--- src/design/hzrd_pkg.sv ---
package hzrd_pkg;

  ////////////////////////////////////////
  // Opcodes
  localparam logic [6:0] OPC_LOAD   = 7'b0000011;
  localparam logic [6:0] OPC_STORE  = 7'b0100011;
  localparam logic [6:0] OPC_OP     = 7'b0110011;
  localparam logic [6:0] OPC_OPIMM  = 7'b0010011;
  localparam logic [6:0] OPC_LUI    = 7'b0110111;
  localparam logic [6:0] OPC_SYSTEM = 7'b1110011;

  localparam logic [1:0] RESULT_LOAD = 2'b10;  // Result comes from memory

  ////////////////////////////////////////
  // Forwarding mux selects
  localparam logic [1:0] FWD_NONE     = 2'd0;
  localparam logic [1:0] FWD_WB       = 2'd1;
  localparam logic [1:0] FWD_MEM      = 2'd2;
  localparam logic [1:0] FWD_MEM_UIMM = 2'd3;  // Upper immediate out of M

  // One instruction word, four encodings
  typedef union packed {
    struct packed {
      logic [6:0] funct7;
      logic [4:0] rs2;
      logic [4:0] rs1;
      logic [2:0] funct3;
      logic [4:0] rd;
      logic [6:0] opcode;
    } r;
    struct packed {
      logic [11:0] imm12;
      logic [4:0]  rs1;
      logic [2:0]  funct3;
      logic [4:0]  rd;
      logic [6:0]  opcode;
    } i;
    struct packed {
      logic [6:0] immhi;
      logic [4:0] rs2;
      logic [4:0] rs1;
      logic [2:0] funct3;
      logic [4:0] immlo;
      logic [6:0] opcode;
    } s;
    struct packed {
      logic [19:0] imm20;
      logic [4:0]  rd;
      logic [6:0]  opcode;
    } u;
  } instr_word_u;

  // What the hazard logic needs to know about one stage
  typedef struct packed {
    logic       valid;
    logic [4:0] rs1;
    logic [4:0] rs2;
    logic [4:0] rd;
    logic [6:0] opcode;
    logic       regw;
    logic [1:0] resultsrc;
    logic       is_csr;
    logic       uses_rs2;
    logic       is_muldiv;
  } stage_desc_t;

endpackage
--- src/design/riscv_hzrd_if.sv ---
`timescale 1ns/1ps

interface riscv_hzrd_if;

  hzrd_pkg::stage_desc_t desc_d;  // Decode
  hzrd_pkg::stage_desc_t desc_e;  // Execute
  hzrd_pkg::stage_desc_t desc_m;  // Memory
  hzrd_pkg::stage_desc_t desc_w;  // Writeback

  // Stage registers own the descriptors
  modport stages (
    output desc_d,
    output desc_e,
    output desc_m,
    output desc_w
  );

  // Hazard unit only looks
  modport hazard (
    input desc_d,
    input desc_e,
    input desc_m,
    input desc_w
  );

endinterface

--- src/design/riscv_hzrd_top.sv ---
`timescale 1ns/1ps

module riscv_hzrd_top #(
  parameter int MULDIV_LATENCY = 4
) (
  input  logic        i_clk,
  input  logic        i_rst,
  input  logic        i_instr_valid,
  input  logic [31:0] i_instr,
  input  logic        i_pcsrc,
  input  logic        i_dcache_stall,
  output logic        o_instr_ready,
  output logic [1:0]  o_fwda,
  output logic [1:0]  o_fwdb,
  output logic        o_stallpc,
  output logic        o_stallde,
  output logic        o_flushfd,
  output logic        o_flushde,
  output logic        o_passwb
);

  hzrd_pkg::stage_desc_t desc_f;  // Decoded word at the F/D input
  logic                  stallfd;
  logic                  stallem;
  logic                  stallmw;
  logic                  muldiv_valid;

  riscv_hzrd_if hzrd_if ();

  assign o_instr_ready = !stallfd;  // Flush still takes the word

  riscv_instdecoder u_decoder (
    .i_instr_valid (i_instr_valid),
    .i_instr       (i_instr),
    .o_desc        (desc_f)
  );

  riscv_stageregs u_stageregs (
    .i_clk     (i_clk),
    .i_rst     (i_rst),
    .i_desc    (desc_f),
    .i_stallfd (stallfd),
    .i_stallde (o_stallde),
    .i_stallem (stallem),
    .i_stallmw (stallmw),
    .i_flushfd (o_flushfd),
    .i_flushde (o_flushde),
    .o_stages  (hzrd_if.stages)
  );

  riscv_muldiv_timer #(
    .MULDIV_LATENCY (MULDIV_LATENCY)
  ) u_muldiv_timer (
    .i_clk      (i_clk),
    .i_rst      (i_rst),
    .i_muldiv_e (hzrd_if.desc_e.is_muldiv),
    .o_valid    (muldiv_valid)
  );

  riscv_hazardunit u_hazardunit (
    .i_stages       (hzrd_if.hazard),
    .i_pcsrc        (i_pcsrc),
    .i_dcache_stall (i_dcache_stall),
    .i_muldiv_valid (muldiv_valid),
    .o_fwda         (o_fwda),
    .o_fwdb         (o_fwdb),
    .o_stallpc      (o_stallpc),
    .o_stallfd      (stallfd),
    .o_stallde      (o_stallde),
    .o_stallem      (stallem),
    .o_stallmw      (stallmw),
    .o_flushfd      (o_flushfd),
    .o_flushde      (o_flushde),
    .o_passwb       (o_passwb)
  );

endmodule

--- src/design/riscv_hazardunit.sv ---
`timescale 1ns/1ps

module riscv_hazardunit (
  riscv_hzrd_if.hazard i_stages,
  input  logic         i_pcsrc,
  input  logic         i_dcache_stall,
  input  logic         i_muldiv_valid,
  output logic [1:0]   o_fwda,
  output logic [1:0]   o_fwdb,
  output logic         o_stallpc,
  output logic         o_stallfd,
  output logic         o_stallde,
  output logic         o_stallem,
  output logic         o_stallmw,
  output logic         o_flushfd,
  output logic         o_flushde,
  output logic         o_passwb
);

  logic glob_stall;
  logic lu_rs1;
  logic lu_rs2;
  logic e_late;     // E result not ready for D next cycle
  logic load_use;
  logic branch_flush;

  // Select for one E source operand
  function automatic logic [1:0] fwd_sel(
    input logic [4:0]            src,
    input hzrd_pkg::stage_desc_t m,
    input hzrd_pkg::stage_desc_t w
  );
    logic m_hit;
    logic w_hit;
    m_hit = m.valid && m.regw && (m.rd != 5'd0) && (m.rd == src);
    w_hit = w.valid && w.regw && (w.rd != 5'd0) && (w.rd == src);
    if (m_hit && (m.opcode == hzrd_pkg::OPC_LUI))
      return hzrd_pkg::FWD_MEM_UIMM;
    else if (m_hit)
      return hzrd_pkg::FWD_MEM;
    else if (w_hit)
      return hzrd_pkg::FWD_WB;
    else
      return hzrd_pkg::FWD_NONE;
  endfunction

  ////////////////////////////////////////
  // Forwarding
  assign o_fwda = fwd_sel(i_stages.desc_e.rs1, i_stages.desc_m, i_stages.desc_w);
  assign o_fwdb = fwd_sel(i_stages.desc_e.rs2, i_stages.desc_m, i_stages.desc_w);

  ////////////////////////////////////////
  // Stalls
  assign glob_stall = i_dcache_stall || (i_stages.desc_e.is_muldiv && !i_muldiv_valid);

  assign lu_rs1 = (i_stages.desc_d.rs1 == i_stages.desc_e.rd);
  assign lu_rs2 = i_stages.desc_d.uses_rs2 && !i_stages.desc_d.is_csr &&
                  (i_stages.desc_d.rs2 == i_stages.desc_e.rd);

  // CSR read in E is late unless D is a CSR too
  assign e_late = (i_stages.desc_e.resultsrc == hzrd_pkg::RESULT_LOAD) ||
                  (i_stages.desc_e.is_csr && !i_stages.desc_d.is_csr);

  assign load_use = i_stages.desc_d.valid && (i_stages.desc_e.rd != 5'd0) &&
                    (lu_rs1 || lu_rs2) && e_late;

  assign branch_flush = i_pcsrc && !glob_stall;

  // A taken branch kills D, so no need to hold it
  assign o_stallfd = (load_use && !branch_flush) || glob_stall;
  assign o_stallpc = o_stallfd;
  assign o_stallde = glob_stall;
  assign o_stallem = glob_stall;
  assign o_stallmw = glob_stall;

  ////////////////////////////////////////
  // Flushes
  assign o_flushfd = branch_flush;
  assign o_flushde = (load_use || i_pcsrc) && !glob_stall;  // Bubble into E

  // CSR in W feeding a CSR in M
  assign o_passwb = i_stages.desc_m.is_csr && i_stages.desc_w.is_csr &&
                    (i_stages.desc_w.rd == i_stages.desc_m.rs1);

  always_comb
  begin
    a_flush_under_stall: assert final (!(o_flushfd && glob_stall));
  end

endmodule

--- src/design/riscv_muldiv_timer.sv ---
`timescale 1ns/1ps

module riscv_muldiv_timer #(
  parameter int MULDIV_LATENCY = 4
) (
  input  logic i_clk,
  input  logic i_rst,
  input  logic i_muldiv_e,
  output logic o_valid
);

  localparam int CW = $clog2(MULDIV_LATENCY);

  logic [CW-1:0] count;

  assign o_valid = i_muldiv_e && (count == CW'(MULDIV_LATENCY - 1));

  always_ff @(posedge i_clk)
  begin
    if (i_rst)
    begin
      count <= '0;
    end
    else if (o_valid || !i_muldiv_e)
    begin
      count <= '0;  // Ready for the next op
    end
    else
    begin
      count <= count + 1'b1;
    end
  end

  // An op still waiting for valid stays in E
  a_op_held: assert property (@(posedge i_clk) disable iff (i_rst)
    (i_muldiv_e && !o_valid) |=> i_muldiv_e);

endmodule

--- src/design/riscv_stageregs.sv ---
`timescale 1ns/1ps

module riscv_stageregs (
  input  logic                  i_clk,
  input  logic                  i_rst,
  input  hzrd_pkg::stage_desc_t i_desc,
  input  logic                  i_stallfd,
  input  logic                  i_stallde,
  input  logic                  i_stallem,
  input  logic                  i_stallmw,
  input  logic                  i_flushfd,
  input  logic                  i_flushde,
  riscv_hzrd_if.stages          o_stages
);

  localparam hzrd_pkg::stage_desc_t BUBBLE = '0;  // valid and regw low

  ////////////////////////////////////////
  // F/D
  always_ff @(posedge i_clk)
  begin
    if (i_rst)
    begin
      o_stages.desc_d <= BUBBLE;
    end
    else if (i_flushfd)
    begin
      o_stages.desc_d <= BUBBLE;  // Offered word is dropped
    end
    else if (!i_stallfd)
    begin
      o_stages.desc_d <= i_desc;
    end
  end

  ////////////////////////////////////////
  // D/E
  always_ff @(posedge i_clk)
  begin
    if (i_rst)
    begin
      o_stages.desc_e <= BUBBLE;
    end
    else if (!i_stallde)
    begin
      // Load-use hold of D also lets a bubble into E
      if (i_flushde || i_stallfd)
        o_stages.desc_e <= BUBBLE;
      else
        o_stages.desc_e <= o_stages.desc_d;
    end
  end

  ////////////////////////////////////////
  // E/M and M/W
  always_ff @(posedge i_clk)
  begin
    if (i_rst)
    begin
      o_stages.desc_m <= BUBBLE;
    end
    else if (!i_stallem)
    begin
      o_stages.desc_m <= o_stages.desc_e;
    end
  end

  always_ff @(posedge i_clk)
  begin
    if (i_rst)
    begin
      o_stages.desc_w <= BUBBLE;
    end
    else if (!i_stallmw)
    begin
      o_stages.desc_w <= o_stages.desc_m;
    end
  end

  // D must not move while held
  a_d_hold: assert property (@(posedge i_clk) disable iff (i_rst)
    i_stallfd |=> $stable(o_stages.desc_d));

  a_no_stall_flush: assert property (@(posedge i_clk) disable iff (i_rst)
    !(i_stallfd && i_flushfd) && !(i_stallde && i_flushde));

endmodule

--- src/design/riscv_instdecoder.sv ---
`timescale 1ns/1ps

module riscv_instdecoder (
  input  logic                  i_instr_valid,
  input  hzrd_pkg::instr_word_u i_instr,
  output hzrd_pkg::stage_desc_t o_desc
);

  logic [6:0] opcode;

  assign opcode = i_instr.r.opcode;  // Same bits in every view

  always_comb
  begin
    o_desc = '0;  // Bubble unless a word is offered
    if (i_instr_valid)
    begin
      o_desc.valid  = 1'b1;
      o_desc.opcode = opcode;
      case (opcode)
        hzrd_pkg::OPC_OP:
        begin
          o_desc.rs1       = i_instr.r.rs1;
          o_desc.rs2       = i_instr.r.rs2;
          o_desc.rd        = i_instr.r.rd;
          o_desc.regw      = (i_instr.r.rd != 5'd0);
          o_desc.uses_rs2  = 1'b1;
          o_desc.is_muldiv = (i_instr.r.funct7 == 7'b0000001);  // M extension
        end
        hzrd_pkg::OPC_OPIMM:
        begin
          o_desc.rs1  = i_instr.i.rs1;
          o_desc.rd   = i_instr.i.rd;
          o_desc.regw = (i_instr.i.rd != 5'd0);
        end
        hzrd_pkg::OPC_LOAD:
        begin
          o_desc.rs1       = i_instr.i.rs1;
          o_desc.rd        = i_instr.i.rd;
          o_desc.regw      = (i_instr.i.rd != 5'd0);
          o_desc.resultsrc = hzrd_pkg::RESULT_LOAD;
        end
        hzrd_pkg::OPC_STORE:
        begin
          o_desc.rs1      = i_instr.s.rs1;
          o_desc.rs2      = i_instr.s.rs2;
          o_desc.uses_rs2 = 1'b1;  // No rd for stores
        end
        hzrd_pkg::OPC_LUI:
        begin
          o_desc.rd   = i_instr.u.rd;
          o_desc.regw = (i_instr.u.rd != 5'd0);
        end
        hzrd_pkg::OPC_SYSTEM:
        begin
          // funct3 of zero is ecall/ebreak, nothing to track
          if (i_instr.i.funct3 != 3'd0)
          begin
            o_desc.is_csr = 1'b1;
            o_desc.rs1    = i_instr.i.rs1;
            o_desc.rd     = i_instr.i.rd;
            o_desc.regw   = (i_instr.i.rd != 5'd0);
          end
        end
        default:
        begin
          o_desc.regw = 1'b0;  // Unknown opcode writes nothing
        end
      endcase
    end
  end

  // x0 is never a destination
  always_comb
  begin
    a_no_x0_write: assert final (!(o_desc.regw && (o_desc.rd == 5'd0)));
  end

endmodule

--- config.mk ---
export PLATFORM = sky130hd
export DESIGN_NAME = riscv_hzrd_top
export DESIGN_NICKNAME = d
export VERILOG_FILES = /design/src/design/hzrd_pkg.sv /design/src/design/riscv_hzrd_if.sv /design/src/design/riscv_hzrd_top.sv /design/src/design/riscv_hazardunit.sv /design/src/design/riscv_muldiv_timer.sv /design/src/design/riscv_stageregs.sv /design/src/design/riscv_instdecoder.sv
export SDC_FILE = /design/constraint.sdc
export NUM_CORES = 1
export LEC_CHECK = 0
export ABC_AREA = 1
export CORE_UTILIZATION = 45
export DETAILED_ROUTE_END_ITERATION = 10
export DONT_BUFFER_PORTS = 1
export HOLD_SLACK_MARGIN = 0.08
export SETUP_SLACK_MARGIN = 0.2
export SYNTH_ARGS = -nofsm -noshare
export SYNTH_HDL_FRONTEND = slang
export SYNTH_SLANG_ARGS = --single-unit
export TNS_END_PERCENT = 5
--- constraint.sdc ---
create_clock -name i_clk -period 1.94 [get_ports i_clk]
set_clock_uncertainty 0.1 [all_clocks]
set_input_delay 0.097 -clock i_clk [delete_from_list [all_inputs] [get_ports i_clk]]
set_output_delay 0.097 -clock i_clk [all_outputs]
set_load 0.005 [all_outputs]
[Yosys cells after proc, flatten, opt, wreduce, memory -nomap -nowiden]
Cells that the tools add are included.
Cells by class
  eq/ne operators: 17
  mux-type cells: 20
  $add $sub $neg: 1
  reductions and logical operators: 46
Operator list (count)
  $mux 29: 2
  $eq 5x5->1: 7
  $eq 7x6->1 const B: 4
  $logic_and 1x1->1: 23
  $pmux 5 s2: 2
  $reduce_bool 5->1: 4
  $mux 5: 3
  $mux 2: 5
  $reduce_or 4->1: 2
  $eq 7x1->1 const B: 1
  $eq 7x2->1 const B: 1
  $eq 7x5->1 const B: 1
  $eq 7x7->1 const B: 1
  $logic_or 1x1->1: 7
  $mux 1: 7
  $logic_not 1->1: 6
  $reduce_or 2->1: 3
  $eq 2x2->1 const B: 2
  $reduce_bool 3->1: 1
  $add 2x1->2 const B: 1
  $pmux 1 s2: 1
Storage, ports and cells
  logic and storage cells: 114
  bits of input ports: 37
  register bits after elaboration: 87
  output and inout bits: 10

[Longest topological paths before layout]
  depth after elaboration: 12
  gate-level depth with buffers: 11
  mapped depth without buffers: 10

[By module]
From an unflattened synthesis, not the netlist that was laid out.
Unflattened totals
  cell total of the unflattened synthesis: 825
  area total of the unflattened synthesis: 5517.8 um^2
Modules (own cells, without submodules)
  riscv_stageregs: area an instance 4261.6 um^2, cells an instance 568, seq. area each 2322.2 um^2, instances 1
  riscv_hazardunit: area an instance 728.2 um^2, cells an instance 145, seq. area each 0.0 um^2, instances 1
  riscv_instdecoder: area an instance 435.4 um^2, cells an instance 100, seq. area each 0.0 um^2, instances 1
  riscv_muldiv_timer: area an instance 88.8 um^2, cells an instance 11, seq. area each 40.0 um^2, instances 1
  riscv_hzrd_top: area an instance 3.8 um^2, cells an instance 1, seq. area each 0.0 um^2, instances 1

[Least setup slack after synthesis]
Ideal clock, no wire load.
  path type: flip-flop to flip-flop
  start: reg u_muldiv_timer.count[0]
  end: reg u_stageregs.o_stages.desc_d[10] (netlist name)
  data required time: 1720 ps
  setup time: 120 ps
  buffers on the path: 2
  slack: 338 ps
  period minus slack after synthesis: 1602 ps
  stages on the path, launching flop included: 10
  arrival time: 1383 ps
  cell sequence: dfxtp_1 ha_1 inv_1 a21oi_4 inv_1 nor2_1 or2_1 clkbuf_2 buf_2 a21oi_1
On the way
  word-level cells in the longest chain between the ends: 10
  elaborated cells on any way between the ends: 11
  classes of those cells: eq/ne: 1; reduce/logical: 10
RTL lines
  from (decl): line riscv_muldiv_timer.sv:14  | logic [CW-1:0] count;
  from (signal assigned): line riscv_muldiv_timer.sv:30  | count <= count + 1'b1;
  $eq 2x2->1 (*): line riscv_muldiv_timer.sv:16  | assign o_valid = i_muldiv_e && (count == CW'(MULDIV_LATENCY - 1));
  $logic_and 1x1->1 (*): line riscv_muldiv_timer.sv:16
  $logic_not 1->1 (*): line riscv_hazardunit.sv:54  | assign glob_stall = i_dcache_stall || (i_stages.desc_e.is_muldiv && !i_muldiv_valid);
  $logic_and 1x1->1 (*): line riscv_hazardunit.sv:54
  $logic_or 1x1->1 (*): line riscv_hazardunit.sv:54
  $logic_not 1->1 (*): line riscv_hazardunit.sv:67  | assign branch_flush = i_pcsrc && !glob_stall;
  $logic_and 1x1->1 (*): line riscv_hazardunit.sv:67
  named net o_flushfd: line riscv_hzrd_top.sv:17  | output logic o_flushfd,
  $logic_not 1->1: line riscv_hazardunit.sv:70  | assign o_stallfd = (load_use && !branch_flush) || glob_stall;
  $logic_and 1x1->1: line riscv_hazardunit.sv:70
  $logic_or 1x1->1: line riscv_hazardunit.sv:70
The timed path passes the listed nets; every way through them passes the cells marked *.
A chain may end at the register's enable or synchronous reset.

[Final worst setup path]
  start: reg u_stageregs.o_stages.desc_e[14] (netlist name)
  end: out o_stallpc
On the way
  word-level cells in the longest chain between the ends: 7
  elaborated cells on any way between the ends: 10
  classes of those cells: eq/ne: 2; reduce/logical: 8
RTL lines
  $eq 5x5->1: line riscv_hazardunit.sv:58  | (i_stages.desc_d.rs2 == i_stages.desc_e.rd);
  $logic_and 1x1->1: line riscv_hazardunit.sv:57  | assign lu_rs2 = i_stages.desc_d.uses_rs2 && !i_stages.desc_d.is_csr &&
  $logic_or 1x1->1: line riscv_hazardunit.sv:65  | (lu_rs1 || lu_rs2) && e_late;
  $logic_and 1x1->1 (*): line riscv_hazardunit.sv:64  | assign load_use = i_stages.desc_d.valid && (i_stages.desc_e.rd != 5'd0) &&
  $logic_and 1x1->1 (*): line riscv_hazardunit.sv:65
  $logic_and 1x1->1 (*): line riscv_hazardunit.sv:70
  $logic_or 1x1->1 (*): line riscv_hazardunit.sv:70
  to (decl): line riscv_hzrd_top.sv:15  | output logic o_stallpc,
Mark *: on every way between the ends. The rest lies on a longest branch, timed or not.

==> impl_metrics.ini <==
[clock_tree]
cts_tree = built
ctsLongestPathBuffers = 2
clk_pin_slew_worst_paths_ns = 0.09
tritoncts.num_buffers = 9
htree_num_levels = 3
clk-insertion-delay-late_ns = 0.36
clock-root-buffer = sky130_fd_sc_hd__clkbuf_8
clock-sinks = 85

[drt]
detailedRoute.firstIterationViolations = 194
detailroute.via_count = 4056
detail_route.first_pass.iterations = 8
detail_route.wirelength_um = 11600
drtAntennaViolNets = 0
route.detailed.vias_per_inst = 5.54
wl_per_cell_um = 15.8
route.detailed.drc = 2

[sta]
unrepaired_setup_endpoints_after_global_routing = true
final_critical_path_setup_slack_ns = 0.140
slew_violations = 0
min_period_over_period_pct = 92.8
worst-slew-pin-transition_ns = 0.587
fin_worst_hold_slack_ns = 0.132
setup_tns_ns = 0
finalSetupViolations = 0
final-hold-violation-count = 0
final_period_minus_worst_setup_slack_ns = 1.80
relSlewSlack_pct = 60.8
clock.fmax_mhz = 555

[synthesis]
synth_area_sq_um = 4150
yosys.cell_count.top_type = sky130_fd_sc_hd__nand2_1
synthArstFlopShare_pct = 0
netlist_top_cells_count = sky130_fd_sc_hd__nand2_1, sky130_fd_sc_hd__dfxtp_1, sky130_fd_sc_hd__a21oi_1
yosys.area.top_type_share_pct = 41.0
avgSynthCellArea_sq_um = 7.13
yosys_warnings = 0
synth.yosys.seq_area_share_pct = 41.0
synth_fp_nets = 620
synth_ff_type = sky130_fd_sc_hd__dfxtp_1
synth-seq-cells = 85
synth_cell_types = 32
synthesis.instances = 582
post_synth_main_area_contributors = sky130_fd_sc_hd__dfxtp_1, sky130_fd_sc_hd__nand2_1, sky130_fd_sc_hd__a21oi_1, sky130_fd_sc_hd__nand4_1, sky130_fd_sc_hd__nand3_1
synth_edf_count = 0
synth.largest_area_cell = sky130_fd_sc_hd__dfxtp_1

[grt]
grt_overflow_total = 0
pin_count_of_the_biggest_net_entering_global_routing = 58
first_global_vias = 3960
grt_pass1_wl_um = 19100
antenna_violations_before_repair = 0
globalRouteTotalUtil_pct = 24.8

[layout]
final_layout_size_suffix_gt1_share_pct = 18.3
finalCoreUtilization_pct = 58.8
insertedDiodeCount = 0
layout.nets = 657
fin_area_sq_um = 5180
area.growth.synth_to_final_pct = 24.8

[placement]
pre_cts_ws_ns = 0.192
post-dp-hpwl_um = 6560
finalWeightedCongestion = 0.788
area_after_detailed_placement_sq_um = 4180
io_buffers = 0

[power]
power.share.combinational_pct = 10.4
cellInternalPower_mw = 2.65
cellLeakagePower_nw = 1.87
p_sw_uw = 889
worst_ir_drop_vdd_uv = 410
power_switching_share_pct = 25.1
pwr_density_cell_nw_per_um2 = 684
power.clock.fraction_pct = 39.4
seqPwrFrac_pct = 50.2

[worst_setup_path]
timing.critical_path.arrival_ns = 1.60
endpoint_kind = output pin
path_class = reg -> out
timing.reg2reg.setup_slack_ns = 0.19
timing.reg2reg.worst_path_depth = 12
crit_path_max_fanout = 5
worstPathRequired_ns = 1.74
r2r-end = u_stageregs.o_stages.desc_d[27]
critical_path.reg2reg.startpoint = u_stageregs.o_stages.desc_e[14]
cp-start-kind = flip-flop

[worst_hold_path]
hold_start = i_instr[6]
worst_hold_path_endpoint = u_stageregs.o_stages.desc_d[24]
hold_depth = 6
holdCritPathClass = in -> reg

[floorplan]
io-pin-count = 47
die_h_um = 98.0
row_count = 34
initial_utilization_pct = 47.1
placeableCoreArea_sq_um = 8810
die_x_um = 98.0
design.die.area_sq_um = 9600

[flow_run]
maxCapViolCount = 0

[run_status]
outcome = finished with violations
violations_in_the_final_reports = design-rule violations
[worst max-delay path, cell delays in order (launching register included)]
cell,delay (ns)
sky130_fd_sc_hd__dfxtp_4,0.39
sky130_fd_sc_hd__inv_4,0.04
sky130_fd_sc_hd__nand2_2,0.05
sky130_fd_sc_hd__nand2_2,0.06
sky130_fd_sc_hd__nor2_4,0.11
sky130_fd_sc_hd__nand3_2,0.08
sky130_fd_sc_hd__nand2_2,0.10
sky130_fd_sc_hd__nand3_2,0.09
sky130_fd_sc_hd__nand2_2,0.12
sky130_fd_sc_hd__buf_12,0.11
sky130_fd_sc_hd__buf_6,0.08
[cell families (layout without fill, tap and decap cells)]
kind of cell    count (synthesis)  after routing  share of synthesized area, %
compound gates                 95             95                          12.5
xor+xnor                       22             22                          4.65
fa+ha+maj                       1              1                         0.302
buf+inv                        81            122                          8.87
flops                          85             85                          41.0
simple gates                  298            299                          32.6
[power groups by stage]
| stage | sequential [mW] | combinational, mW | clock (mW) |
|---|---|---|---|
| 2_1_floorplan | 1.82 | 0.194 | 0 |
| 3_3_place_gp | 1.83 | 0.212 | 0 |
| 3_5_place_dp | 1.83 | 0.215 | 0 |
| 4_1_cts | 1.79 | 0.346 | 1.41 |
| 5_1_grt | 1.78 | 0.395 | 1.49 |
| 6_report | 1.78 | 0.368 | 1.39 |
[registers in the layout, indices dropped and copies added (netlist names)]
signal                       count
u_stageregs.o_stages.desc_m     20
u_stageregs.o_stages.desc_w      8
u_stageregs.o_stages.desc_e     27
u_stageregs.o_stages.desc_d     28
u_muldiv_timer.count             2
[through the flow]
stage	instances	power, mW
final	732	3.54
after global routing	732	3.67
after CTS	723	3.55
after detailed placement	662	2.05
after global placement	662	2.04
after floorplan	582	2.02
[routing by layer]
metal | up-vias | wire (um) | GRT usage (%)
li1 | 2027 | - | -
met2 | 125 | 5580 | 42.6
met5 | - | 0 | 0
met4 | 0 | 261 | 9.79
met1 | 1878 | 5230 | 30.8
met3 | 26 | 492 | 4.15
[cell type report]
type                            count  area (sq um)
Fill cell                         814          3630
Multi-Input combinational cell    417          2180
Sequential cell                    85          1760
Timing Repair Buffer               64           713
Inverter                           42           160
Tap cell                          108           135
Clock buffer                        9           124
Clock inverter                      7          96.3
[repair_timing]
action                     CTS  global route
cloned                       5             0
gates resized for setup     30            44
hold buffers                32             1
hold endpoints to repair    84            26
pin swaps                    8            11
setup buffers                8             8
setup endpoints to repair   15            74
[cell usage in the layout (no fill, tap or decap), types with 2 or more instances in the layout]
master / instances
sky130_fd_sc_hd__nor2_4: 2
sky130_fd_sc_hd__clkbuf_8: 9
sky130_fd_sc_hd__bufbuf_16: 3
sky130_fd_sc_hd__a211oi_1: 13
sky130_fd_sc_hd__buf_12: 4
sky130_fd_sc_hd__nand4_1: 38
sky130_fd_sc_hd__nand2_1: 147
sky130_fd_sc_hd__bufinv_16: 2
sky130_fd_sc_hd__nand2_2: 7
sky130_fd_sc_hd__xnor2_1: 13
sky130_fd_sc_hd__dfxtp_4: 12
sky130_fd_sc_hd__dfxtp_1: 59
sky130_fd_sc_hd__inv_2: 10
sky130_fd_sc_hd__nor2_2: 4
sky130_fd_sc_hd__nand3_2: 4
sky130_fd_sc_hd__a21oi_4: 3
sky130_fd_sc_hd__nor3b_1: 6
sky130_fd_sc_hd__nand3b_1: 2
sky130_fd_sc_hd__nor2_1: 40
sky130_fd_sc_hd__a21oi_2: 2
sky130_fd_sc_hd__inv_1: 31
sky130_fd_sc_hd__buf_6: 2
sky130_fd_sc_hd__a21oi_1: 74
sky130_fd_sc_hd__xor2_1: 9
sky130_fd_sc_hd__inv_6: 3
sky130_fd_sc_hd__dlygate4sd3_1: 32
sky130_fd_sc_hd__buf_4: 22
sky130_fd_sc_hd__clkinv_2: 2
sky130_fd_sc_hd__nor3_1: 7
sky130_fd_sc_hd__nand3_1: 35
sky130_fd_sc_hd__dfxtp_2: 14
[how the worst max path moves through the flow]
stage / startpoint / to / slack [ns] / cells past startpoint
6_report: u_stageregs.o_stages.desc_e[14] / o_stallpc / 0.14 / 10
5_1_grt: u_stageregs.o_stages.desc_e[14] / o_stallpc / 0.04 / 10
4_1_cts: u_stageregs.o_stages.desc_e[14] / o_stallpc / 0.11 / 10
3_5_place_dp: u_stageregs.o_stages.desc_e[15] / u_stageregs.o_stages.desc_e[24] / 0.19 / 9
3_3_place_gp: u_stageregs.o_stages.desc_e[15] / u_stageregs.o_stages.desc_e[24] / 0.18 / 9
2_1_floorplan: u_muldiv_timer.count[0] / u_stageregs.o_stages.desc_d[10] / 0.34 / 9
(Power assumes the default switching activity.)
